File: config.mk
export PLATFORM = sky130hd
export DESIGN_NAME = ma_tap_product
export DESIGN_NICKNAME = d
export VERILOG_FILES = /design/src/source/lsp_compose_pkg.sv /design/src/source/ma_tap_product.sv
export SDC_FILE = /design/constraint.sdc
export NUM_CORES = 1
export LEC_CHECK = 0
export ABC_AREA = 0
export BUFFER_PORTS_ARGS = -buffer_cell sky130_fd_sc_hd__buf_2
export CAP_MARGIN = 20
export CORE_MARGIN = 8
export CORE_UTILIZATION = 52
export CTS_CLUSTER_DIAMETER = 50
export DETAILED_ROUTE_END_ITERATION = 8
export PLACE_DENSITY = 0.7
export SLEW_MARGIN = 5
export SYNTH_ARGS = -nofsm -noshare
export SYNTH_HDL_FRONTEND = slang
export SYNTH_SLANG_ARGS = --single-unit
export TNS_END_PERCENT = 5
File: constraint.sdc
create_clock -name clk -period 6.85 [get_ports clk]
set_input_delay 1.37 -clock clk [delete_from_list [all_inputs] [get_ports clk]]
set_output_delay 1.37 -clock clk [all_outputs]
set_load 0.05 [all_outputs]
File: src/source/lsp_compose_pkg.sv
`default_nettype none

package lsp_compose_pkg;

	// Q15 fraction and Q31 accumulator
	typedef logic signed [15:0] q15_t;
	typedef logic signed [31:0] acc_t;

	typedef logic [3:0] elem_index_t;
	typedef logic [1:0] tap_index_t;
	typedef logic [1:0] table_sel_t;

	// Host table select codes
	localparam table_sel_t SEL_LSP_ELE   = 2'd0;
	localparam table_sel_t SEL_FG_SUM    = 2'd1;
	localparam table_sel_t SEL_FG        = 2'd2;
	localparam table_sel_t SEL_FREQ_PREV = 2'd3;

	localparam acc_t ACC_MAX = 32'sh7fff_ffff;
	localparam acc_t ACC_MIN = 32'sh8000_0000;
	localparam q15_t Q15_MIN = 16'sh8000;

	// Doubling product, only -1 * -1 can overflow
	function automatic acc_t l_mult(input q15_t a, input q15_t b);
		acc_t prod;
		if ((a == Q15_MIN) && (b == Q15_MIN))
		begin
			return ACC_MAX;
		end
		prod = acc_t'(a) * acc_t'(b);
		return prod <<< 1;
	endfunction

	// Saturating add, overflow when the signs agree and the result flips
	function automatic acc_t l_add(input acc_t a, input acc_t b);
		acc_t sum;
		sum = a + b;
		if ((a[31] == b[31]) && (sum[31] != a[31]))
		begin
			sum = a[31] ? ACC_MIN : ACC_MAX;
		end
		return sum;
	endfunction

endpackage

`default_nettype wire

File: src/source/ma_tap_product.sv
`default_nettype none

module ma_tap_product
	import lsp_compose_pkg::*;
(
	input  wire logic clk,
	input  wire q15_t freq_prev,
	input  wire q15_t fg,
	output acc_t      tap_product
);

	// freq_prev[k][j] * fg[k][j] in Q31
	always_ff @(posedge clk)
	begin
		tap_product <= l_mult(freq_prev, fg);
	end

endmodule

`default_nettype wire

==> flow_summary_export.csv <==
group,metric,value,unit
clocking,cts_sinks,32,
sta,fin_hold_ws,1500,ps
synth,synth_cells,1176,
cells_and_area,regArea,641,um2
placed_design,gp_congestion,0.893,
sta,period_share,97.7,%
worst_setup_path,required,7010,ps
worst_setup_path,endpoint_kind,"register",
global_route,grt_antenna_before_repair,0,
clocking,clock-root-buffer,"clkbuf_16",
synth,synth.cell_area,0.0107,mm2
route,vias,8288,
worst_hold_path,min_from,"fg[0]",
cells_and_area,fin_util,63.0,%
run_status,status,"finished clean",
sta,setup_ws,154,ps
route,vias_per_cell,5.16,
floorplan,io_pins,65,
synth,avgSynthCellArea,9.12,um2
synth,synth-edff-count,0,
clocking,cts_tree,"built",
sta,hold_viol,0,
worst_setup_path,crit_type,"input port to register",
floorplan,die_w,160,um
synth,synth_ff_type,"dfxtp_1",
sta,final.min_clock_period,6700,ps
sta,slew_headroom,68.3,%
run,maxCapViolations,0,
worst_hold_path,holdPathStages,3,
cells_and_area,final_area,0.0127,mm2
global_route,grt_use_total,22.1,%
global_route,grt_pass1_wl,45700,um
synth,synth_fp_nets,1545,
worst_setup_path,crit_fanout,17,
sta,finalMaxSlewViolations,0,
placed_design,dp_hpwl,23300,um
placed_design,io_buffers,64,
cells_and_area,multi_input_area,0.00900,mm2
route,drc,0,
sta,fmax,149,MHz
worst_setup_path,cp_slowest_stage_delay,530,ps
global_route,grt_pass1_vias,9550,
cells_and_area,antennaDiodeCount,0,
clocking,cts.htree.levels,2,
floorplan,rows,52,
floorplan,start_util,53.0,%
worst_setup_path,critPathMostFrequentCell,"fa_1",
clocking,ctsHoldBuffers,0,
route,dr.pass1.iters,5,
route,wl,26900,um
floorplan,die_y,160,um
synth,synthArstFlopShare,0,%
floorplan,core_region_area,0.0202,mm2
cells_and_area,reg_top3,"tap_product x32",
sta,setup_viol,0,
cells_and_area,drive_above_1_share,20.1,%
route,routedWlPerCell,16.7,um
worst_hold_path,hold_end,"tap_product[1]$_SDFF_PP1_",
route,drtIter0Drc,429,
cells_and_area,syn2layout_area_growth,18.9,%
synth,synth_warnings,0,
route,postRouteAntennaNets,0,
floorplan,die-area,0.0255,mm2
cells_and_area,largest_register_ffs,32,
sta,worstMarginPinSlew,471,ps
worst_setup_path,critical_path_arrival,6860,ps
clocking,clockBufferDepth,2,
placed_design,placed_area,0.0124,mm2
cells_and_area,nets,1705,
worst_hold_path,worstHoldPathType,"input port to register",
cells_and_area,fillers,1704,
clocking,cts_buffers,5,
worst_setup_path,cp_cell_sequence,"clkbuf_4 -> and2_1 -> fa_1 -> inv_1 -> fa_1 -> fa_1 -> inv_1 -> fa_1 -> fa_1 -> inv_1 -> fa_1 -> inv_1 -> ha_4 -> buf_4 -> a221o_1 -> a31oi_4 -> o211ai_4 -> a2111oi_4 -> nor3_1 -> or3b_1",
clocking,clk_pin_slew_worst_paths,50,ps
worst_setup_path,crit_slowest_cell,"fa_1",
worst_setup_path,start_kind,"input port",
placed_design,place_ws,-295,ps
synth,synth_cell_type_count,54,
global_route,grt_overflow,0,
cells_and_area,largest-register,"tap_product",
synth,synth_seq_cells,32,
global_route,grt_max_degree,24,
synth,yosysSeqAreaShare,5.97,%
## cell type report
type | count | area share (%)
tap | 270 | 2.65
clock buffer | 5 | 0.981
clock inverter | 3 | 0.147
inverter | 291 | 8.57
timing repair buffer | 211 | 12.1
multi-input combinational | 795 | 70.6
sequential | 32 | 5.02
## Yosys cell counts (all sizes together) (7+ instances only)
master / count / share of area (%)
nand2b: 7 / 0.41
or2: 7 / 0.41
nor4: 17 / 0.99
o21ai: 20 / 0.93
and2: 119 / 6.9
inv: 290 / 10
xor2: 12 / 0.98
nor2: 19 / 0.69
ha: 80 / 9.3
fa: 256 / 48
dfxtp: 32 / 6.0
a21oi: 14 / 0.65
nand2: 148 / 5.2
xnor2: 19 / 1.6
a21o: 11 / 0.77
clkbuf: 55 / 1.9
## timing repair
action                     4_1_cts  5_1_grt
pin swaps                        0       22
setup endpoints to repair        1        9
setup buffers                    0        6
resized for setup                1       62
gates cloned                     0        0
## cells in the final DEF, fill, tap and decap left out, types with 17 or more instances in the layout
master   count
and2_1     117
buf_2       46
buf_4      150
dfxtp_1     32
fa_1       247
ha_1        70
inv_1      288
nand2_1    147
nor2_1      17
nor4_1      17
xnor2_1     19
## layer usage
metal / track usage (%) / share of wire [%]
met1: 25.0 / 39
met2: 42.1 / 53
met3: 3.03 / 4.4
met4: 7.03 / 3.7
met5: 0 / 0
## how the worst max path moves through the flow
stage                 start                         end  slack [ps]  depth (start not counted)
2_1_floorplan  freq_prev[5]  tap_product[30]$_SDFF_PP1_         -30                         22
3_3_place_gp          fg[2]  tap_product[31]$_SDFF_PP0_        -290                         21
3_5_place_dp   freq_prev[9]  tap_product[30]$_SDFF_PP1_        -300                         21
4_1_cts        freq_prev[9]  tap_product[30]$_SDFF_PP1_           8                         21
5_1_grt               fg[6]  tap_product[25]$_SDFF_PP1_         -50                         23
6_report              fg[2]  tap_product[30]$_SDFF_PP1_         150                         20
## metrics by stage
stage	std cells	TNS, ps
floorplan	1176	-29.5
global placement	1593	-1000
detailed placement	1593	-1190
CTS	1601	0
global route	1607	-120
finish	1607	0
## cell families (layout without fill, tap and decap cells)
| logic type | after synthesis | after routing | share of synthesized area, % |
|---|---|---|---|
| xor gates and xnor gates | 31 | 31 | 2.53 |
| DFF | 32 | 32 | 5.97 |
| adders and majority gates | 336 | 336 | 57.1 |
| buffers and inverters | 349 | 510 | 12.3 |
| AOI/OAI and AO/OA | 80 | 80 | 5.67 |
| and+or+nand+nor | 348 | 348 | 16.4 |
## critical path: cells and delay by family
| kind | cells | cell delay, ps |
|---|---|---|
| buffers and inverters | 6 | 570 |
| adders and majority gates | 7 | 3190 |
| AOI/OAI and AO/OA | 4 | 1080 |
| and+or+nand+nor | 3 | 620 |
Power is left out: the tool's default activity adds up to more than one toggle a clock period on the data nets, which glitch-free logic cannot reach.
