**src/source/lsp_compose_pkg.sv**
```systemverilog
`default_nettype none

package lsp_compose_pkg;

	// Q15 fraction and Q31 accumulator
	typedef logic signed [15:0] q15_t;
	typedef logic signed [31:0] acc_t;

	typedef logic [3:0] elem_index_t;
	typedef logic [1:0] tap_index_t;
	typedef logic [1:0] table_sel_t;

	// Host table select codes
	localparam table_sel_t SEL_LSP_ELE   = 2'd0;
	localparam table_sel_t SEL_FG_SUM    = 2'd1;
	localparam table_sel_t SEL_FG        = 2'd2;
	localparam table_sel_t SEL_FREQ_PREV = 2'd3;

	localparam acc_t ACC_MAX = 32'sh7fff_ffff;
	localparam acc_t ACC_MIN = 32'sh8000_0000;
	localparam q15_t Q15_MIN = 16'sh8000;

	// Doubling product, only -1 * -1 can overflow
	function automatic acc_t l_mult(input q15_t a, input q15_t b);
		acc_t prod;
		if ((a == Q15_MIN) && (b == Q15_MIN))
		begin
			return ACC_MAX;
		end
		prod = acc_t'(a) * acc_t'(b);
		return prod <<< 1;
	endfunction

	// Saturating add, overflow when the signs agree and the result flips
	function automatic acc_t l_add(input acc_t a, input acc_t b);
		acc_t sum;
		sum = a + b;
		if ((a[31] == b[31]) && (sum[31] != a[31]))
		begin
			sum = a[31] ? ACC_MIN : ACC_MAX;
		end
		return sum;
	endfunction

endpackage

`default_nettype wire

```
**src/source/lsp_element_feed.sv**
```systemverilog
`default_nettype none

module lsp_element_feed
	import lsp_compose_pkg::*;
#(
	parameter int LPC_ORDER = 10,
	parameter int MA_ORDER  = 4
)
(
	input  wire logic                  clk,
	input  wire logic                  reset,
	input  wire logic                  start,
	input  wire q15_t                  rd_lsp_ele,
	input  wire q15_t                  rd_fg_sum,
	input  wire q15_t [MA_ORDER-1:0]   rd_fg,
	input  wire q15_t [MA_ORDER-1:0]   rd_freq_prev,
	output logic                       busy,
	output elem_index_t                feed_index,
	output logic                       elem_valid,
	output elem_index_t                elem_index,
	output q15_t                       elem_lsp_ele,
	output q15_t                       elem_fg_sum,
	output q15_t [MA_ORDER-1:0]        elem_fg,
	output q15_t [MA_ORDER-1:0]        elem_freq_prev
);

	typedef enum logic [1:0] {IDLE, RUN, FLUSH} feed_state_t;

	// Tap lane, accumulator sum and output register
	localparam int DRAIN_CYCLES = 3;

	feed_state_t state;
	logic [1:0]  drain_cnt;
	logic        last_elem;

	assign last_elem = feed_index == elem_index_t'(LPC_ORDER - 1);
	assign busy      = state != IDLE;

	always_ff @(posedge clk)
	begin
		if (reset)
		begin
			state      <= IDLE;
			feed_index <= '0;
			drain_cnt  <= '0;
			elem_valid <= 1'b0;
		end
		else
		begin
			elem_valid <= 1'b0;
			case (state)
				IDLE:
					if (start)
					begin
						feed_index <= '0;
						state      <= RUN;
					end
				RUN:
				begin
					elem_valid <= 1'b1;
					if (last_elem)
					begin
						drain_cnt <= '0;
						state     <= FLUSH;
					end
					else
						feed_index <= feed_index + 1'b1;
				end
				FLUSH:
					if (drain_cnt == 2'(DRAIN_CYCLES - 1))
						state <= IDLE;
					else
						drain_cnt <= drain_cnt + 1'b1;
				default:
					state <= IDLE;
			endcase
		end
	end

	// Operands only mean something while elem_valid is high
	always_ff @(posedge clk)
	begin
		elem_index     <= feed_index;
		elem_lsp_ele   <= rd_lsp_ele;
		elem_fg_sum    <= rd_fg_sum;
		elem_fg        <= rd_fg;
		elem_freq_prev <= rd_freq_prev;
	end

endmodule

`default_nettype wire

```
**config.mk**
```make
export PLATFORM = sky130hd
export DESIGN_NAME = lsp_element_feed
export DESIGN_NICKNAME = d
export VERILOG_FILES = /design/src/source/lsp_compose_pkg.sv /design/src/source/lsp_element_feed.sv
export SDC_FILE = /design/constraint.sdc
export NUM_CORES = 1
export LEC_CHECK = 0
export ABC_AREA = 1
export BUFFER_PORTS_ARGS = -buffer_cell sky130_fd_sc_hd__buf_4
export CAP_MARGIN = 20
export CORE_AREA = 2 2 128 130
export CTS_BUF_LIST = sky130_fd_sc_hd__clkbuf_4
export DETAILED_ROUTE_END_ITERATION = 6
export DIE_AREA = 0 0 130 132
export PLACE_DENSITY_LB_ADDON = 0.3
export SLEW_MARGIN = 20
export SYNTH_ARGS = -nofsm -noshare
export SYNTH_HDL_FRONTEND = slang
export SYNTH_SLANG_ARGS = --single-unit
export TNS_END_PERCENT = 1
```
**constraint.sdc**
```tcl
create_clock -name clk -period 1.3 [get_ports clk]
set_input_delay 0.13 -clock clk [delete_from_list [all_inputs] [get_ports clk]]
set_output_delay 0.13 -clock clk [all_outputs]
set_load 0.02 [all_outputs]
```
==> flow_summary_export.csv, run 1 <==
group,metric,value,unit
clock_tree,clkTransAtPathRegs,140,ps
power_and_ir_drop,pwr-share-seq,0.553,
route,drtIter0Drc,76,
power_and_ir_drop,switching_share,0.2456,
route,drt-pass1-iter-count,4,
clock_tree,cts.sink_count,173,
logic_synthesis,syn_avg_cell_area,16.17,sq um
power_and_ir_drop,pwr-share-clk,0.283,
power_and_ir_drop,p_switching,2516,uW
worst_setup_path,r2r_start,"feed_index[1]$_SDFFE_PP0P_",
sta,hold_viol,0,
global_route,top_usage_layer,"met2",
sta,fin_worst_skew,6.360,ps
finish,fill_cells,1303,
worst_setup_path,rr_endpoint,"drain_cnt[0]$_SDFFE_PP0P_",
floorplan,die_y,132,microns
global_route,antenna_found_initial,1,
global_route,use_met3,0.05804,
logic_synthesis,netlist_instances,234,
finish,regArea,3478,sq um
place,hpwl,9004,microns
worst_setup_path,critical_path_class,"flop to primary output",
sta,slew_violations,0,
worst_setup_path,cp.depth,3,
sta,relSlewSlack,0.8468,
worst_setup_path,path_cells,"nor2_4 > inv_2 > buf_6",
logic_synthesis,ys_seq_area_frac,0.9153,
sta,setup_viol,1,
power_and_ir_drop,cellLeakagePower,0.004076,uW
floorplan,fp.dieW,130,microns
floorplan,initial_utilization,0.2408,
logic_synthesis,synth_area_leaders,"dfxtp_1, inv_1, nor2_1",
route,via_per_inst,3.685,
worst_setup_path,cp.required,1170,ps
run,drv_cap,0,
floorplan,core,15710,sq um
route,drt_wl_total,13700,microns
worst_setup_path,cpPeakStageDelay,380,ps
worst_setup_path,crit_family,"flip-flops",
worst_setup_path,ff2ff_path_depth,7,
worst_hold_path,holdCritStartpoint,"rd_freq_prev[36]",
route,wl_per_cell,13.95,microns
finish,finish.instance_area,8521,sq um
global_route,grt_pass1_wl,20010,microns
floorplan,die_area,17160,sq um
place,io_buffers,332,
route,antenna_left,0,
logic_synthesis,synth_nets,400,
finish,final_common_cell,"buf_4",
clock_tree,clockBufferDepth,2,
clock_tree,cts_buffers,17,
place,placed_cells,784,
sta,setup_tns,-10.74,ps
power_and_ir_drop,internal_power,7731,uW
clock_tree,cts_tree,"built",
clock_tree,clock_latency,520,ps
place,place_area,6561,sq um
worst_setup_path,crit_path_end_kind,"primary output",
finish,syn_to_final_growth,125.2,%
logic_synthesis,ys_seq_elements,173,
sta,timing.fmax,762.9,MHz
worst_hold_path,hold_class,"primary input to flop",
clock_tree,htreeDepth,4,
worst_setup_path,worst_ep_arrival_time,1180,ps
finish,post-route-util,0.5423,
sta,post-route-period-util,1.008,
floorplan,num_rows,46,
worst_setup_path,cp_max_fo,2,
global_route,grt_start_max_net_pins,17,
finish,final_nets,919,
logic_synthesis,synth_area,3784,sq um
route,vias,3619,
global_route,met1_usage,0.1401,
worst_setup_path,r2r_slack,120,ps
finish,multi_input_area,275.3,sq um
outcome,violations,"negative setup slack",
power_and_ir_drop,power_frac_comb,0.164,
floorplan,io_pins,333,
power_and_ir_drop,power_density,1203,nW/um^2
worst_hold_path,whs_path_depth,2,
finish,final_cell_mix,"buf_4, dfxtp_1, dlygate4sd3_1, clkbuf_4",
global_route,grt_usage,0.1524,
route,drc,0,
logic_synthesis,yosysWarnings,0,
global_route,gr-total-overflow,0,
logic_synthesis,synth_cell_type_count,16,
finish,instances_no_fill,982,
power_and_ir_drop,peakVddDrop,571.9,uV
logic_synthesis,synth_area_leader_cell,"dfxtp_1",
place,gp_congestion,0.7198,
worst_setup_path,cp_slowest_cell,"dfxtp_4",
outcome,run_status,"finished, violations left",
sta,fin_crit,1311,ps
finish,drive_gt1_frac,0.5105,
worst_setup_path,crit_start,"state[1]$_SDFFE_PP0P_",
sta,fin_ws,-10.74,ps
worst_setup_path,worstSetupEndpoint,"busy",
worst_setup_path,crit_buf_inv,2,
sta,grt_setup_unrepaired,"true",
logic_synthesis,synth_top_area_frac,0.9153,
sta,worst_pin_slew,229.8,ps
clock_tree,root_buffer,"clkbuf_4",
worst_setup_path,cp-start-kind,"flop",
global_route,use_met2,0.2929,
global_route,grt_pass1_vias,4105,
how the worst min path moves through the flow:
stage	end
after floorplan	elem_fg[0]$_DFF_P_
after global placement	elem_fg[1]$_DFF_P_
after detailed placement	elem_fg_sum[11]$_DFF_P_
after CTS	elem_freq_prev[7]$_DFF_P_
after global routing	elem_fg[42]$_DFF_P_
final	elem_freq_prev[36]$_DFF_P_
synthesized netlist by cell type:
master    number
a21oi_2        2
nor2_2         3
inv_2          3
nand3_1        5
inv_1         11
ha_1           3
dfxtp_1      173
nand2_1       10
nand2_2        5
o21ai_1        1
nand3b_1       1
nor2_1        11
a21oi_1        2
nand3_2        2
o21ai_0        1
nor2_4         1
metal layers:
| metal | wire, microns | share of wire |
|---|---|---|
| met1 | 4708 | 0.34 |
| met3 | 1083 | 0.079 |
| met2 | 7495 | 0.55 |
| met5 | 0 | 0 |
| met4 | 416 | 0.030 |
cells by family (layout without fill, tap and decap cells):
logic type,Yosys count,in the layout,share of synthesized area
DFF,173,173,0.9153
and+or+nand+nor,38,38,0.05093
buffers and inverters,14,544,0.01389
AOI/OAI and AO/OA,6,6,0.009919
adders and majority gates,3,3,0.009922
other,0,2,0
flip-flops by register name, summed over array words and instances, names as in the netlist:
register / cells
drain_cnt: 2
elem_fg: 64
elem_fg_sum: 16
elem_freq_prev: 64
elem_index: 4
elem_lsp_ele: 16
elem_valid: 1
feed_index: 4
state: 2
per-stage QoR:
| stage | total power (uW) | worst slack, ps | hold WS [ps] |
|---|---|---|---|
| floorplan | 6184 | 33.95 | 157.7 |
| global placement | 7008 | 164.7 | 234.3 |
| detailed placement | 7029 | 131.0 | 235.5 |
| CTS | 10360 | -60.88 | 167.5 |
| global route | 10710 | -116.8 | 160.4 |
| finish | 10250 | -10.74 | 235.3 |
repair_timing:
item	4_1_cts	5_1_grt
setup endpoints to repair	5	5
resized for setup	12	5
setup buffers	3	1
hold buffers	162	0
endpoints found under the hold margin	169	0
pin swaps	1	1
power groups by stage:
stage | Combinational [uW] | Clock [uW] | Sequential (uW)
finish | 1680 | 2900 | 5660
detailed placement | 1250 | 0 | 5780
CTS | 1670 | 3020 | 5660
global route | 1770 | 3250 | 5690
global placement | 1230 | 0 | 5780
floorplan | 51.4 | 0 | 6130
cell type report:
type,count,share of cell area
diodes,2,0.0005874
clock buffers,19,0.01674
clock inverters,11,0.01395
inverters,14,0.006167
multi-input cells,47,0.03231
flip-flops and latches,173,0.4082
well taps,216,0.03172
repair buffers,500,0.4903
(Power assumes the default switching activity.)
==> inputs of run 2 (changes only) <==
Settings changed: CORE_AREA 2 2 128 130 to 2 2 130 132, DIE_AREA 0 0 130 132 to 0 0 132 134, SKIP_CTS_REPAIR_TIMING set to 1.
==> run 2 against run 1 <==
  * The flow still finishes with violations (negative setup slack)
  * Clock power rose by 4%
  * First-iteration DRC count down 22%
  * Via count grew 0.55%
  * Largest cell class unchanged
==> flow_summary_export.csv, run 2 (synthesis results as in run 1) <==
group,metric,value,unit
outcome,run_status,"finished, violations left",
outcome,violations,"negative setup slack",
worst_setup_path,cp_max_fo,3,
sta,fin_ws,-44.24,ps
power_and_ir_drop,peakVddDrop,664.2,uV
finish,top_regs,"elem_fg (64), elem_freq_prev (64)",
finish,final_cell_mix,"buf_4, dfxtp_1, dlygate4sd3_1, clkbuf_4",
worst_setup_path,critical_path_class,"flop to primary output",
power_and_ir_drop,switching_share,0.2655,
worst_setup_path,path_cells,"nor2_4 > inv_2 > buf_6",
worst_setup_path,cp_slowest_cell,"dfxtp_4",
place,place_worst_setup_slack,144.3,ps
sta,hold_slack,199.0,ps
place,placed_cells,788,
power_and_ir_drop,pwr-share-clk,0.292,
clock_tree,clkTransAtPathRegs,160,ps
worst_setup_path,cp.required,1170,ps
sta,slew_violations,0,
finish,syn_to_final_growth,125.9,%
route,drt-pass1-iter-count,4,
clock_tree,cts_tree,"built",
floorplan,initial_utilization,0.2323,
power_and_ir_drop,power_frac_comb,0.162,
clock_tree,clock_latency,540,ps
place,place_area,6566,sq um
sta,grt_setup_unrepaired,"true",
global_route,antenna_found_initial,0,
global_route,grt_pass1_vias,3035,
finish,drive_gt1_frac,0.5170,
worst_setup_path,crit_buf_inv,2,
route,vias,3639,
clock_tree,cts.sink_count,173,
power_and_ir_drop,internal_power,7614,uW
power_and_ir_drop,p_switching,2752,uW
route,drtIter0Drc,59,
power_and_ir_drop,power_density,1213,nW/um^2
run,drv_cap,0,
route,wl_per_cell,13.66,microns
sta,worst_pin_slew,246.9,ps
place,gp_congestion,0.7700,
floorplan,fp.dieW,132,microns
global_route,grt_pass1_wl,15940,microns
sta,fin_crit,1344,ps
global_route,grt_start_max_net_pins,18,
clock_tree,root_buffer,"clkbuf_4",
floorplan,core,16290,sq um
finish,instances_no_fill,985,
worst_setup_path,cpPeakStageDelay,390,ps
worst_setup_path,crit_path_end_kind,"primary output",
floorplan,die_y,134,microns
clock_tree,htreeDepth,4,
route,drc,0,
worst_setup_path,worst_ep_arrival_time,1210,ps
route,antenna_left,0,
global_route,grt_usage,0.1196,
floorplan,io_pins,333,
finish,final_nets,917,
power_and_ir_drop,cellLeakagePower,0.004066,uW
worst_setup_path,cp-start-kind,"flop",
worst_hold_path,hold_class,"primary input to flop",
route,drt_wl_total,13460,microns
sta,setup_viol,2,
global_route,gr-total-overflow,0,
sta,post-route-period-util,1.034,
sta,timing.fmax,743.9,MHz
worst_setup_path,crit_family,"flip-flops",
finish,final_common_cell,"buf_4",
sta,relSlewSlack,0.8354,
floorplan,num_rows,47,
sta,fin_worst_skew,5.377,ps
clock_tree,cts_buffers,17,
route,via_per_inst,3.694,
power_and_ir_drop,pwr-share-seq,0.547,
sta,hold_viol,0,
finish,finish.instance_area,8546,sq um
place,io_buffers,332,
finish,post-route-util,0.5246,
floorplan,die_area,17690,sq um
place,hpwl,9187,microns
clock_tree,clockBufferDepth,2,
[run 2: changes by cell type in the layout (fill, tap and decap cells not counted), sizes merged]
cell | before | now
clkbuf | 19 | 18
diode | 2 | 1
bufinv | 2 | 1
inv | 16 | 22
buf | 338 | 336
clkinv | 5 | 0
clkinvlp | 2 | 5
[run 2: final timing paths]
check                                                start                    endpoint  slack, ps  cells after the start
worst max-delay path                 state[0]$_SDFFE_PP0P_                        busy        -40                      3
worst min-delay path                             rd_fg[15]         elem_fg[15]$_DFF_P_        200                      2
worst max register to register  feed_index[0]$_SDFFE_PP0P_  feed_index[3]$_SDFFE_PP0P_         90                      9
worst min register to register  feed_index[3]$_SDFFE_PP0P_       elem_index[3]$_DFF_P_        400                      0
[run 2: layout make-up]
class	instances	area, sq um
well taps	220	275.3
multi-input cells	47	286.5
clock inverters	14	147.6
diodes	1	2.502
inverters	14	52.55
fillers	1336	7744
clock buffers	18	135.1
flip-flops and latches	173	3480
repair buffers	498	4167
[run 2: layer usage]
metal,routed length [microns],part of all wire,GRT usage
met5,0,0,0
met4,164,0.012,0.04589
met3,1107,0.082,0.06463
met2,7638,0.57,0.2173
met1,4548,0.34,0.1131
[run 2: power groups by stage]
stage	sequential, uW	clock (uW)	combinational [uW]
final	5670	3020	1680
after global routing	5690	3380	1760
after CTS	5670	3170	1250
after detailed placement	5780	0	1240
after global placement	5780	0	1240
after floorplan	6130	0	51.4
[run 2: through the flow]
step	setup TNS (ps)	total power [uW]
after global routing	-296.7	10830
after floorplan	0	6184
final	-51.32	10370
after CTS	-508.3	10090
after detailed placement	0	7028
after global placement	0	7012
