## config.mk

```make
export PLATFORM = sky130hd
export DESIGN_NAME = lsp_accumulate
export DESIGN_NICKNAME = d
export VERILOG_FILES = /design/src/source/lsp_compose_pkg.sv /design/src/source/lsp_accumulate.sv
export SDC_FILE = /design/constraint.sdc
export NUM_CORES = 1
export LEC_CHECK = 0
export BUFFER_PORTS_ARGS = -buffer_cell sky130_fd_sc_hd__buf_4
export CORE_ASPECT_RATIO = 1.2
export CORE_MARGIN = 2
export CORE_UTILIZATION = 50
export CTS_CLUSTER_DIAMETER = 60
export CTS_CLUSTER_SIZE = 14
export DETAILED_ROUTE_END_ITERATION = 10
export PLACE_DENSITY = 0.75
export RECOVER_POWER = 50
export SLEW_MARGIN = 0
export SYNTH_ARGS = -nofsm -noshare
export SYNTH_HDL_FRONTEND = slang
export SYNTH_SLANG_ARGS = --single-unit
```

## constraint.sdc

```tcl
create_clock -name clk -period 10.4 [get_ports clk]
set_clock_uncertainty 0.1 [all_clocks]
set_input_delay 2.08 -clock clk [delete_from_list [all_inputs] [get_ports clk]]
set_output_delay 2.08 -clock clk [all_outputs]
set_load 0.02 [all_outputs]
```

## src/source/lsp_compose_pkg.sv

```systemverilog
`default_nettype none

package lsp_compose_pkg;

	// Q15 fraction and Q31 accumulator
	typedef logic signed [15:0] q15_t;
	typedef logic signed [31:0] acc_t;

	typedef logic [3:0] elem_index_t;
	typedef logic [1:0] tap_index_t;
	typedef logic [1:0] table_sel_t;

	// Host table select codes
	localparam table_sel_t SEL_LSP_ELE   = 2'd0;
	localparam table_sel_t SEL_FG_SUM    = 2'd1;
	localparam table_sel_t SEL_FG        = 2'd2;
	localparam table_sel_t SEL_FREQ_PREV = 2'd3;

	localparam acc_t ACC_MAX = 32'sh7fff_ffff;
	localparam acc_t ACC_MIN = 32'sh8000_0000;
	localparam q15_t Q15_MIN = 16'sh8000;

	// Doubling product, only -1 * -1 can overflow
	function automatic acc_t l_mult(input q15_t a, input q15_t b);
		acc_t prod;
		if ((a == Q15_MIN) && (b == Q15_MIN))
		begin
			return ACC_MAX;
		end
		prod = acc_t'(a) * acc_t'(b);
		return prod <<< 1;
	endfunction

	// Saturating add, overflow when the signs agree and the result flips
	function automatic acc_t l_add(input acc_t a, input acc_t b);
		acc_t sum;
		sum = a + b;
		if ((a[31] == b[31]) && (sum[31] != a[31]))
		begin
			sum = a[31] ? ACC_MIN : ACC_MAX;
		end
		return sum;
	endfunction

endpackage

`default_nettype wire

```

## src/source/lsp_accumulate.sv

```systemverilog
`default_nettype none

module lsp_accumulate
	import lsp_compose_pkg::*;
#(
	parameter int LPC_ORDER = 10,
	parameter int MA_ORDER  = 4
)
(
	input  wire logic                  clk,
	input  wire logic                  reset,
	input  wire logic                  elem_valid,
	input  wire elem_index_t           elem_index,
	input  wire q15_t                  elem_lsp_ele,
	input  wire q15_t                  elem_fg_sum,
	input  wire acc_t [MA_ORDER-1:0]   tap_product,
	output logic                       lsp_valid,
	output elem_index_t                lsp_index,
	output q15_t                       lsp_value,
	output logic                       done
);

	acc_t        base_prod;
	logic        s1_valid;
	elem_index_t s1_index;
	acc_t        sum;
	logic        s1_last;

	////////////////////////////////////////////////////////////
	// Stage one, base product in step with the tap lanes
	always_ff @(posedge clk)
	begin
		if (reset)
			s1_valid <= 1'b0;
		else
			s1_valid <= elem_valid;
	end

	always_ff @(posedge clk)
	begin
		base_prod <= l_mult(elem_lsp_ele, elem_fg_sum);
		s1_index  <= elem_index;
	end

	////////////////////////////////////////////////////////////
	// Stage two, taps added in order k = 0 upward
	// Saturation makes the order matter
	always_comb
	begin
		sum = base_prod;
		for (int k = 0; k < MA_ORDER; k++)
			sum = l_add(sum, tap_product[k]);
	end

	assign s1_last = s1_valid && (s1_index == elem_index_t'(LPC_ORDER - 1));

	always_ff @(posedge clk)
	begin
		if (reset)
		begin
			lsp_valid <= 1'b0;
			done      <= 1'b0;
		end
		else
		begin
			lsp_valid <= s1_valid;
			done      <= s1_last;
		end
	end

	// High word, truncated
	always_ff @(posedge clk)
	begin
		lsp_index <= s1_index;
		lsp_value <= sum[31:16];
	end

endmodule

`default_nettype wire

```

==> results by group, run 1 <==
Hold path
  • Hold WC Path Type: flop to flop
  • Hold Crit Depth: 0

Detailed routing
  • DRT antenna net count: 0
  • Met1 Wirelength: 19150 µm
  • Wirelength, routed: 51750 µm
  • Vias/cell: 5.363
  • DR WL met2: 27340 µm
  • Iter 0 DRT Violations: 712
  • Max Used Layer: met4
  • DR pass1 iterations: 5
  • Routed length per placed instance: 16.73 µm
  • DRC errors left: 0
  • Vias after detailed routing: 16587
  • Metal3 WL: roughly 3100 µm

Logic synthesis
  • Seq/Total Area, Yosys: 6.835%
  • EDFF count, synth: 0
  • Most common cell in the netlist: inv_1
  • Syn_area_per_cell: 8.256 µm²
  • Post-synth top area cell: fa_1
  • Syn_nets: 2722
  • Yosys cell types: 66
  • Synthesized flop and latch total: 59
  • Post-synth top cells: 314 x inv_1, 259 x fa_1, 233 x nand2_1
  • Yosys warnings: 0
  • Synth Cell Area: 17280 µm²
  • Async SR Flop Fraction: 0%
  • Top cells by area, synth: fa_1 30%, ha_1 15%, dfxtp_1 6.8%, inv_1 6.8%, a21oi_1 5.7%
  • Post-Synthesis Cells: between 2000 and 2500
  • Main flop type after synthesis: dfxtp_1
  • Synth top area share: 30.01%

Worst setup path
  • WP data required: 10540 ps
  • Worst-path fanout max: 6
  • CP Buf/Inv Count: 8
  • CP max stage cell: or4_4
  • CP Class: input pin to flop
  • CP Launch Type: input pin
  • Worst setup EP type: flop
  • Cell mode on critical path: buf_4
  • Critical path depth: 53
  • CP arrival: 10890 ps
  • Max stage delay on crit path: 430 ps
  • Cell family with most CP delay: compound AO/OA/AOI/OAI gates
  • Worst Reg-to-Reg Cells: 52

STA
  • Slew Limit Headroom: a little over a third
  • Hold slack: 245.7 ps
  • Final min period: 10750 ps
  • Max Clock Freq: 93.02 MHz
  • Finish-stage setup viols: 16
  • Final hold violations: 0
  • RSZ-0062 raised after global routing: yes
  • Period utilization: 103.4%
  • Worst setup margin: -350.6 ps
  • Least-Margin Pin Slew: just under 1000 ps
  • Fin. max-slew vios: 0

GRT
  • First-pass GRT wire length: 83010 µm
  • Total track usage: 28.41%
  • Largest net degree at the start of global routing: 30
  • Initial antenna violation count: 1
  • Vias in the first global route: 17486
  • Remaining global-route overflow: 0

Floorplan
  • Die Span X: ~170 µm
  • Starting density of the core: about 50%
  • DIE AREA: 36070 µm²
  • Placeable core area: 34070 µm²
  • Die H: a little over 200 µm
  • Std cell rows: 74
  • IO Pins: 189

Finish
  • Final #Nets: between 3000 and 4000
  • Fill count: between 2000 and 3000
  • Synth-to-layout area growth: 35.12%
  • Fraction of layout instances using a drive strength above 1: 28.12%

Clock tree
  • CTS buffer count: 9
  • CTS Sinks: 59
  • Worst-path clk slew: 50 ps
  • CTS tree: done
  • Clk root buf: clkbuf_16
  • CTS Buffer Depth: 2
  • Hold buffer count at cts: 0
  • Clk Latency, worst-skew pair: 350 ps
  • H-Tree Depth: 3

Status
  • Status: finished, violations left
  • Failing checks: negative setup slack

Placement
  • PortBufs: 188
  • RePlAce Congestion: 0.9912
  • Post-DP HPWL: between 40000 and 50000 µm

Job
  • Max_cap viols: 0
-- worst paths after layout --
kind / startpoint / end / slack, ps
min reg2reg: s1_index[0]$_DFF_P_ / lsp_index[0]$_DFF_P_ / 250
max: tap_product[1] / lsp_value[10]$_DFF_P_ / -350
max reg2reg: base_prod[1]$_SDFF_PP1_ / lsp_value[10]$_DFF_P_ / 1070
min: s1_index[0]$_DFF_P_ / lsp_index[0]$_DFF_P_ / 250
-- stage by stage --
step                area (µm²)  utilization [%]  cells  setup WS [ps]  TNS [ps]
global placement         21820            64.03   3011         -843.0    -12160
global route             23340            68.51   3091         -694.2     -9553
finish                   23350            68.53   3093         -350.6     -3678
floorplan                17470                -   2093         -110.4     -1175
CTS                      22840            67.04   3067         -223.4     -2231
detailed placement       21820            64.03   3011          -1104    -16420
-- cell families after synthesis --
logic type | share of synthesized area [%]
simple gates | 17.17
fa+ha+maj | 44.76
xor+xnor | 6.842
mux | 0.06516
flops | 6.835
buf+inv | 8.385
compound gates | 15.94
-- layout by cell type (no fill, tap or decap), drive strengths merged, types with 3 or more instances in the layout --
| cell type | count |
|---|---|
| clkbuf | 39 |
| nand2b | 40 |
| nor2 | 78 |
| o21ai | 83 |
| o41ai | 8 |
| a21boi | 3 |
| nor3 | 29 |
| or2 | 3 |
| and3 | 18 |
| dfxtp | 59 |
| and4 | 3 |
| nand2 | 233 |
| o31ai | 8 |
| nand4 | 8 |
| a31oi | 12 |
| nor4 | 12 |
| nor2b | 18 |
| nand3 | 27 |
| o21bai | 14 |
| inv | 315 |
| xor2 | 70 |
| or3 | 9 |
| o21a | 27 |
| a211oi | 9 |
| o211ai | 9 |
| nand3b | 5 |
| a21oi | 198 |
| and2 | 106 |
| or4 | 4 |
| fa | 259 |
| a21o | 53 |
| nor3b | 4 |
| o2111ai | 6 |
| buf | 566 |
| xnor2 | 65 |
| ha | 203 |
-- state kept, by name, summed over array words and instances (netlist names) --
name	cells
base_prod	32
done	1
lsp_index	4
lsp_valid	1
lsp_value	16
s1_index	4
s1_valid	1
-- layer usage --
layer,up-vias,GRT usage [%]
met1,7929,31.81
met3,138,3.718
li1,7932,-
met5,-,0
met4,0,10.81
met2,588,54.32
-- cell type report --
type | instances | area [µm²] | area share [%]
Tap cell | 456 | 570.5 | 2.444
Multi-Input combinational cell | 1650 | 15490 | 66.36
Clock buffer | 10 | 239.0 | 1.024
Clock inverter | 6 | 63.81 | 0.2733
Antenna cell | 2 | 5.005 | 0.02144
Inverter | 314 | 1179 | 5.048
Sequential cell | 59 | 1181 | 5.059
Timing Repair Buffer | 596 | 4616 | 19.77
-- what timing repair did --
item                                    CTS  global route
endpoints found under the setup margin   16            16
gates resized for setup                  93            76
pin swaps                                77            64
gates cloned                              1             2
setup buffers                            40            24
Power of run 1 is not shown: default switching activity piles up to over one toggle a cycle in this logic, so the estimate is an artifact.
==> inputs of run 2 (changes only) <==
--- a/config.mk
+++ b/config.mk
@@ -5,14 +5,16 @@
 export SDC_FILE = /design/constraint.sdc
 export NUM_CORES = 1
 export LEC_CHECK = 0
-export BUFFER_PORTS_ARGS = -buffer_cell sky130_fd_sc_hd__buf_4
+export BUFFER_PORTS_ARGS = -buffer_cell sky130_fd_sc_hd__buf_2
+export CELL_PAD_IN_SITES_DETAIL_PLACEMENT = 2
+export CELL_PAD_IN_SITES_GLOBAL_PLACEMENT = 2
 export CORE_ASPECT_RATIO = 1.2
 export CORE_MARGIN = 2
-export CORE_UTILIZATION = 50
+export CORE_UTILIZATION = 34
 export CTS_CLUSTER_DIAMETER = 60
 export CTS_CLUSTER_SIZE = 14
 export DETAILED_ROUTE_END_ITERATION = 10
-export PLACE_DENSITY = 0.75
+export PLACE_DENSITY = 0.83
 export RECOVER_POWER = 50
 export SLEW_MARGIN = 0
 export SYNTH_ARGS = -nofsm -noshare
==> results by group, run 2 (same netlist as run 1, synthesis figures left out) <==
Worst setup path
  • Max stage delay on crit path: 530 ps (+100 ps)
  • RR Endpoint: lsp_value[10]$_DFF_P_
  • CP Buf/Inv Count: 10 (+2)
  • CP Launch Point: tap_product[15]
  • CP Launch Type: input pin
  • R2r setup slk: -550 ps (-1620 ps)
  • CP max stage cell: a21oi_2
  • Worst Reg-to-Reg Cells: 53 (+1.9%)
  • Worst setup EP type: flop
  • RR Startpoint: base_prod[8]$_SDFF_PP1_
  • Cell mode on critical path: buf_4
  • Cell family with most CP delay: compound AO/OA/AOI/OAI gates
  • Worst-path fanout max: 13 (+7)
  • CP arrival: 12480 ps (+1590 ps)
  • CP Class: input pin to flop
  • WP data required: 10560 ps (+20 ps)

Detailed routing
  • DR pass1 iterations: 5 (unchanged)
  • DRT antenna net count: 0 (unchanged)
  • Wirelength, routed: 106000 µm (+100%)
  • Vias/cell: 5.865 (+9.4%)
  • DRC errors left: 0 (unchanged)
  • Iter 0 DRT Violations: 1149 (+61%)
  • Vias after detailed routing: 19460 (+17%)
  • Routed length per placed instance: 31.95 µm (+91%)

Floorplan
  • Placeable core area: 50220 µm² (+47%)
  • IO Pins: 189 (unchanged)
  • Die H: 251.0 µm (+21%)
  • Die Span X: 209.8 µm (+21%)
  • Starting density of the core: 34.41% (-16 points)
  • DIE AREA: 52650 µm² (+46%)
  • Std cell rows: 90 (+22%)

Hold path
  • Hold WC Path Type: flop to flop
  • Hold Crit Depth: 0 (unchanged)
  • Hold path startpoint: s1_index[3]$_DFF_P_
  • Hold Path End: lsp_index[3]$_DFF_P_

Finish
  • Fraction of layout instances using a drive strength above 1: 29.51% (+1.4 points)
  • Max reg flops: 32 (unchanged)
  • Most frequent cells in the layout: 412 x buf_4, 313 x inv_1, 257 x fa_1
  • Final std cells w/o fill: 3318 (+7.3%)
  • Regs by FF count: base_prod x32, lsp_value x16
  • Commonest non-fill, non-tap cell in the layout: buf_4
  • Final #Nets: 3284 (+0.77%)
  • Synth-to-layout area growth: 35.82%
  • Design Area, Final: 23470 µm² (+0.52%)
  • Fill count: 5527 (+100%)
  • Biggest register: base_prod

STA
  • Period utilization: 118.4% (+15 points)
  • Final hold violations: 0 (unchanged)
  • Final min period: 12320 ps (+1567 ps)
  • Slew Limit Headroom: 20.73% (-15 points)
  • Final setup TNS: -29480 ps (-25800 ps)
  • Finish-stage setup viols: 16 (unchanged)
  • Fin. max-slew vios: 0 (unchanged)
  • Worst setup margin: -1917 ps (-1567 ps)
  • Hold slack: 274.3 ps (+28.64 ps)
  • Max Clock Freq: 81.19 MHz (-13%)
  • RSZ-0062 raised after global routing: yes
  • Least-Margin Pin Slew: 1189 ps (+226.9 ps)

GRT
  • Vias in the first global route: 22820 (+31%)
  • First-pass GRT wire length: 141300 µm (+70%)
  • Remaining global-route overflow: 0 (unchanged)
  • Largest net degree at the start of global routing: 30 (unchanged)
  • Initial antenna violation count: 25 (+24)
  • Total track usage: 35.81% (+7.4 points)

Placement
  • RePlAce Congestion: 0.9234 (-6.8%)
  • PortBufs: 188 (unchanged)
  • Area after DPL: 21640 µm² (-0.81%)
  • Post-DP HPWL: 69720 µm (+62%)
  • Dpl cells: 3215 (+6.8%)

Clock tree
  • CTS Sinks: 59 (unchanged)
  • H-Tree Depth: 3 (unchanged)
  • CTS tree: done
  • Clk Latency, worst-skew pair: 380 ps (+30 ps)
  • Hold buffer count at cts: 0 (unchanged)
  • Worst-path clk slew: 60 ps (about the same)
  • CTS buffer count: 9 (unchanged)
  • Clk root buf: clkbuf_16
  • CTS Buffer Depth: 2 (unchanged)

Status
  • Status: finished, violations left
  • Failing checks: negative setup slack

Job
  • Max_cap viols: 0 (unchanged)
[run 2: layer usage]
metal	vias to the layer above	part of all wire, %	track usage (%)
met2	1037	52	68.95
met5	-	0.10	0
met1	9812	32	33.57
li1	7987	-	-
met3	606	6.7	6.871
met4	18	9.8	25.55
[run 2: cell type report]
cell class	instances	area, µm²	share of cell area [%]
diodes	14	35.03	0.1493
clock buffers	9	225.2	0.9596
clock inverters	7	100.1	0.4265
inverters	314	1179	5.022
multi-input cells	1650	15650	66.66
flip-flops and latches	59	1181	5.033
well taps	644	805.8	3.433
repair buffers	621	4299	18.32
[run 2: what timing repair did]
item	4_1_cts	5_1_grt
cloned	2	1
setup buffers	42	31
setup endpoints to repair	16	16
gates resized for setup	97	107
pin swaps	51	79
[run 2: worst max path at each step]
stage / endpoint / slack (ps) / cells past startpoint
floorplan: lsp_value[10]$_DFF_P_ / -110 / 49
CTS: lsp_value[10]$_DFF_P_ / -790 / 52
global placement: lsp_value[10]$_DFF_P_ / -1060 / 51
finish: lsp_value[10]$_DFF_P_ / -1920 / 49
global route: lsp_value[13]$_DFF_P_ / -2150 / 55
detailed placement: lsp_value[10]$_DFF_P_ / -1690 / 52
[run 2: stage by stage]
stage / setup slack [ps] / utilization, %
floorplan: -110.4 / -
global placement: -1056 / 43.08
detailed placement: -1694 / 43.08
CTS: -788.9 / 45.24
global route: -2148 / 46.69
finish: -1917 / 46.73
[run 2: worst reg2reg max path, delay by kind of cell, from the launching register on]
family	cells	cell delay, ps
buffers and inverters	9	1470
adder cells (fa/ha/maj)	4	1180
AND/OR/NAND/NOR	13	2070
AO/OA/AOI/OAI	25	5210
flip-flops	1	440
XOR/XNOR	2	350
Power of run 2 is left out for the same reason.
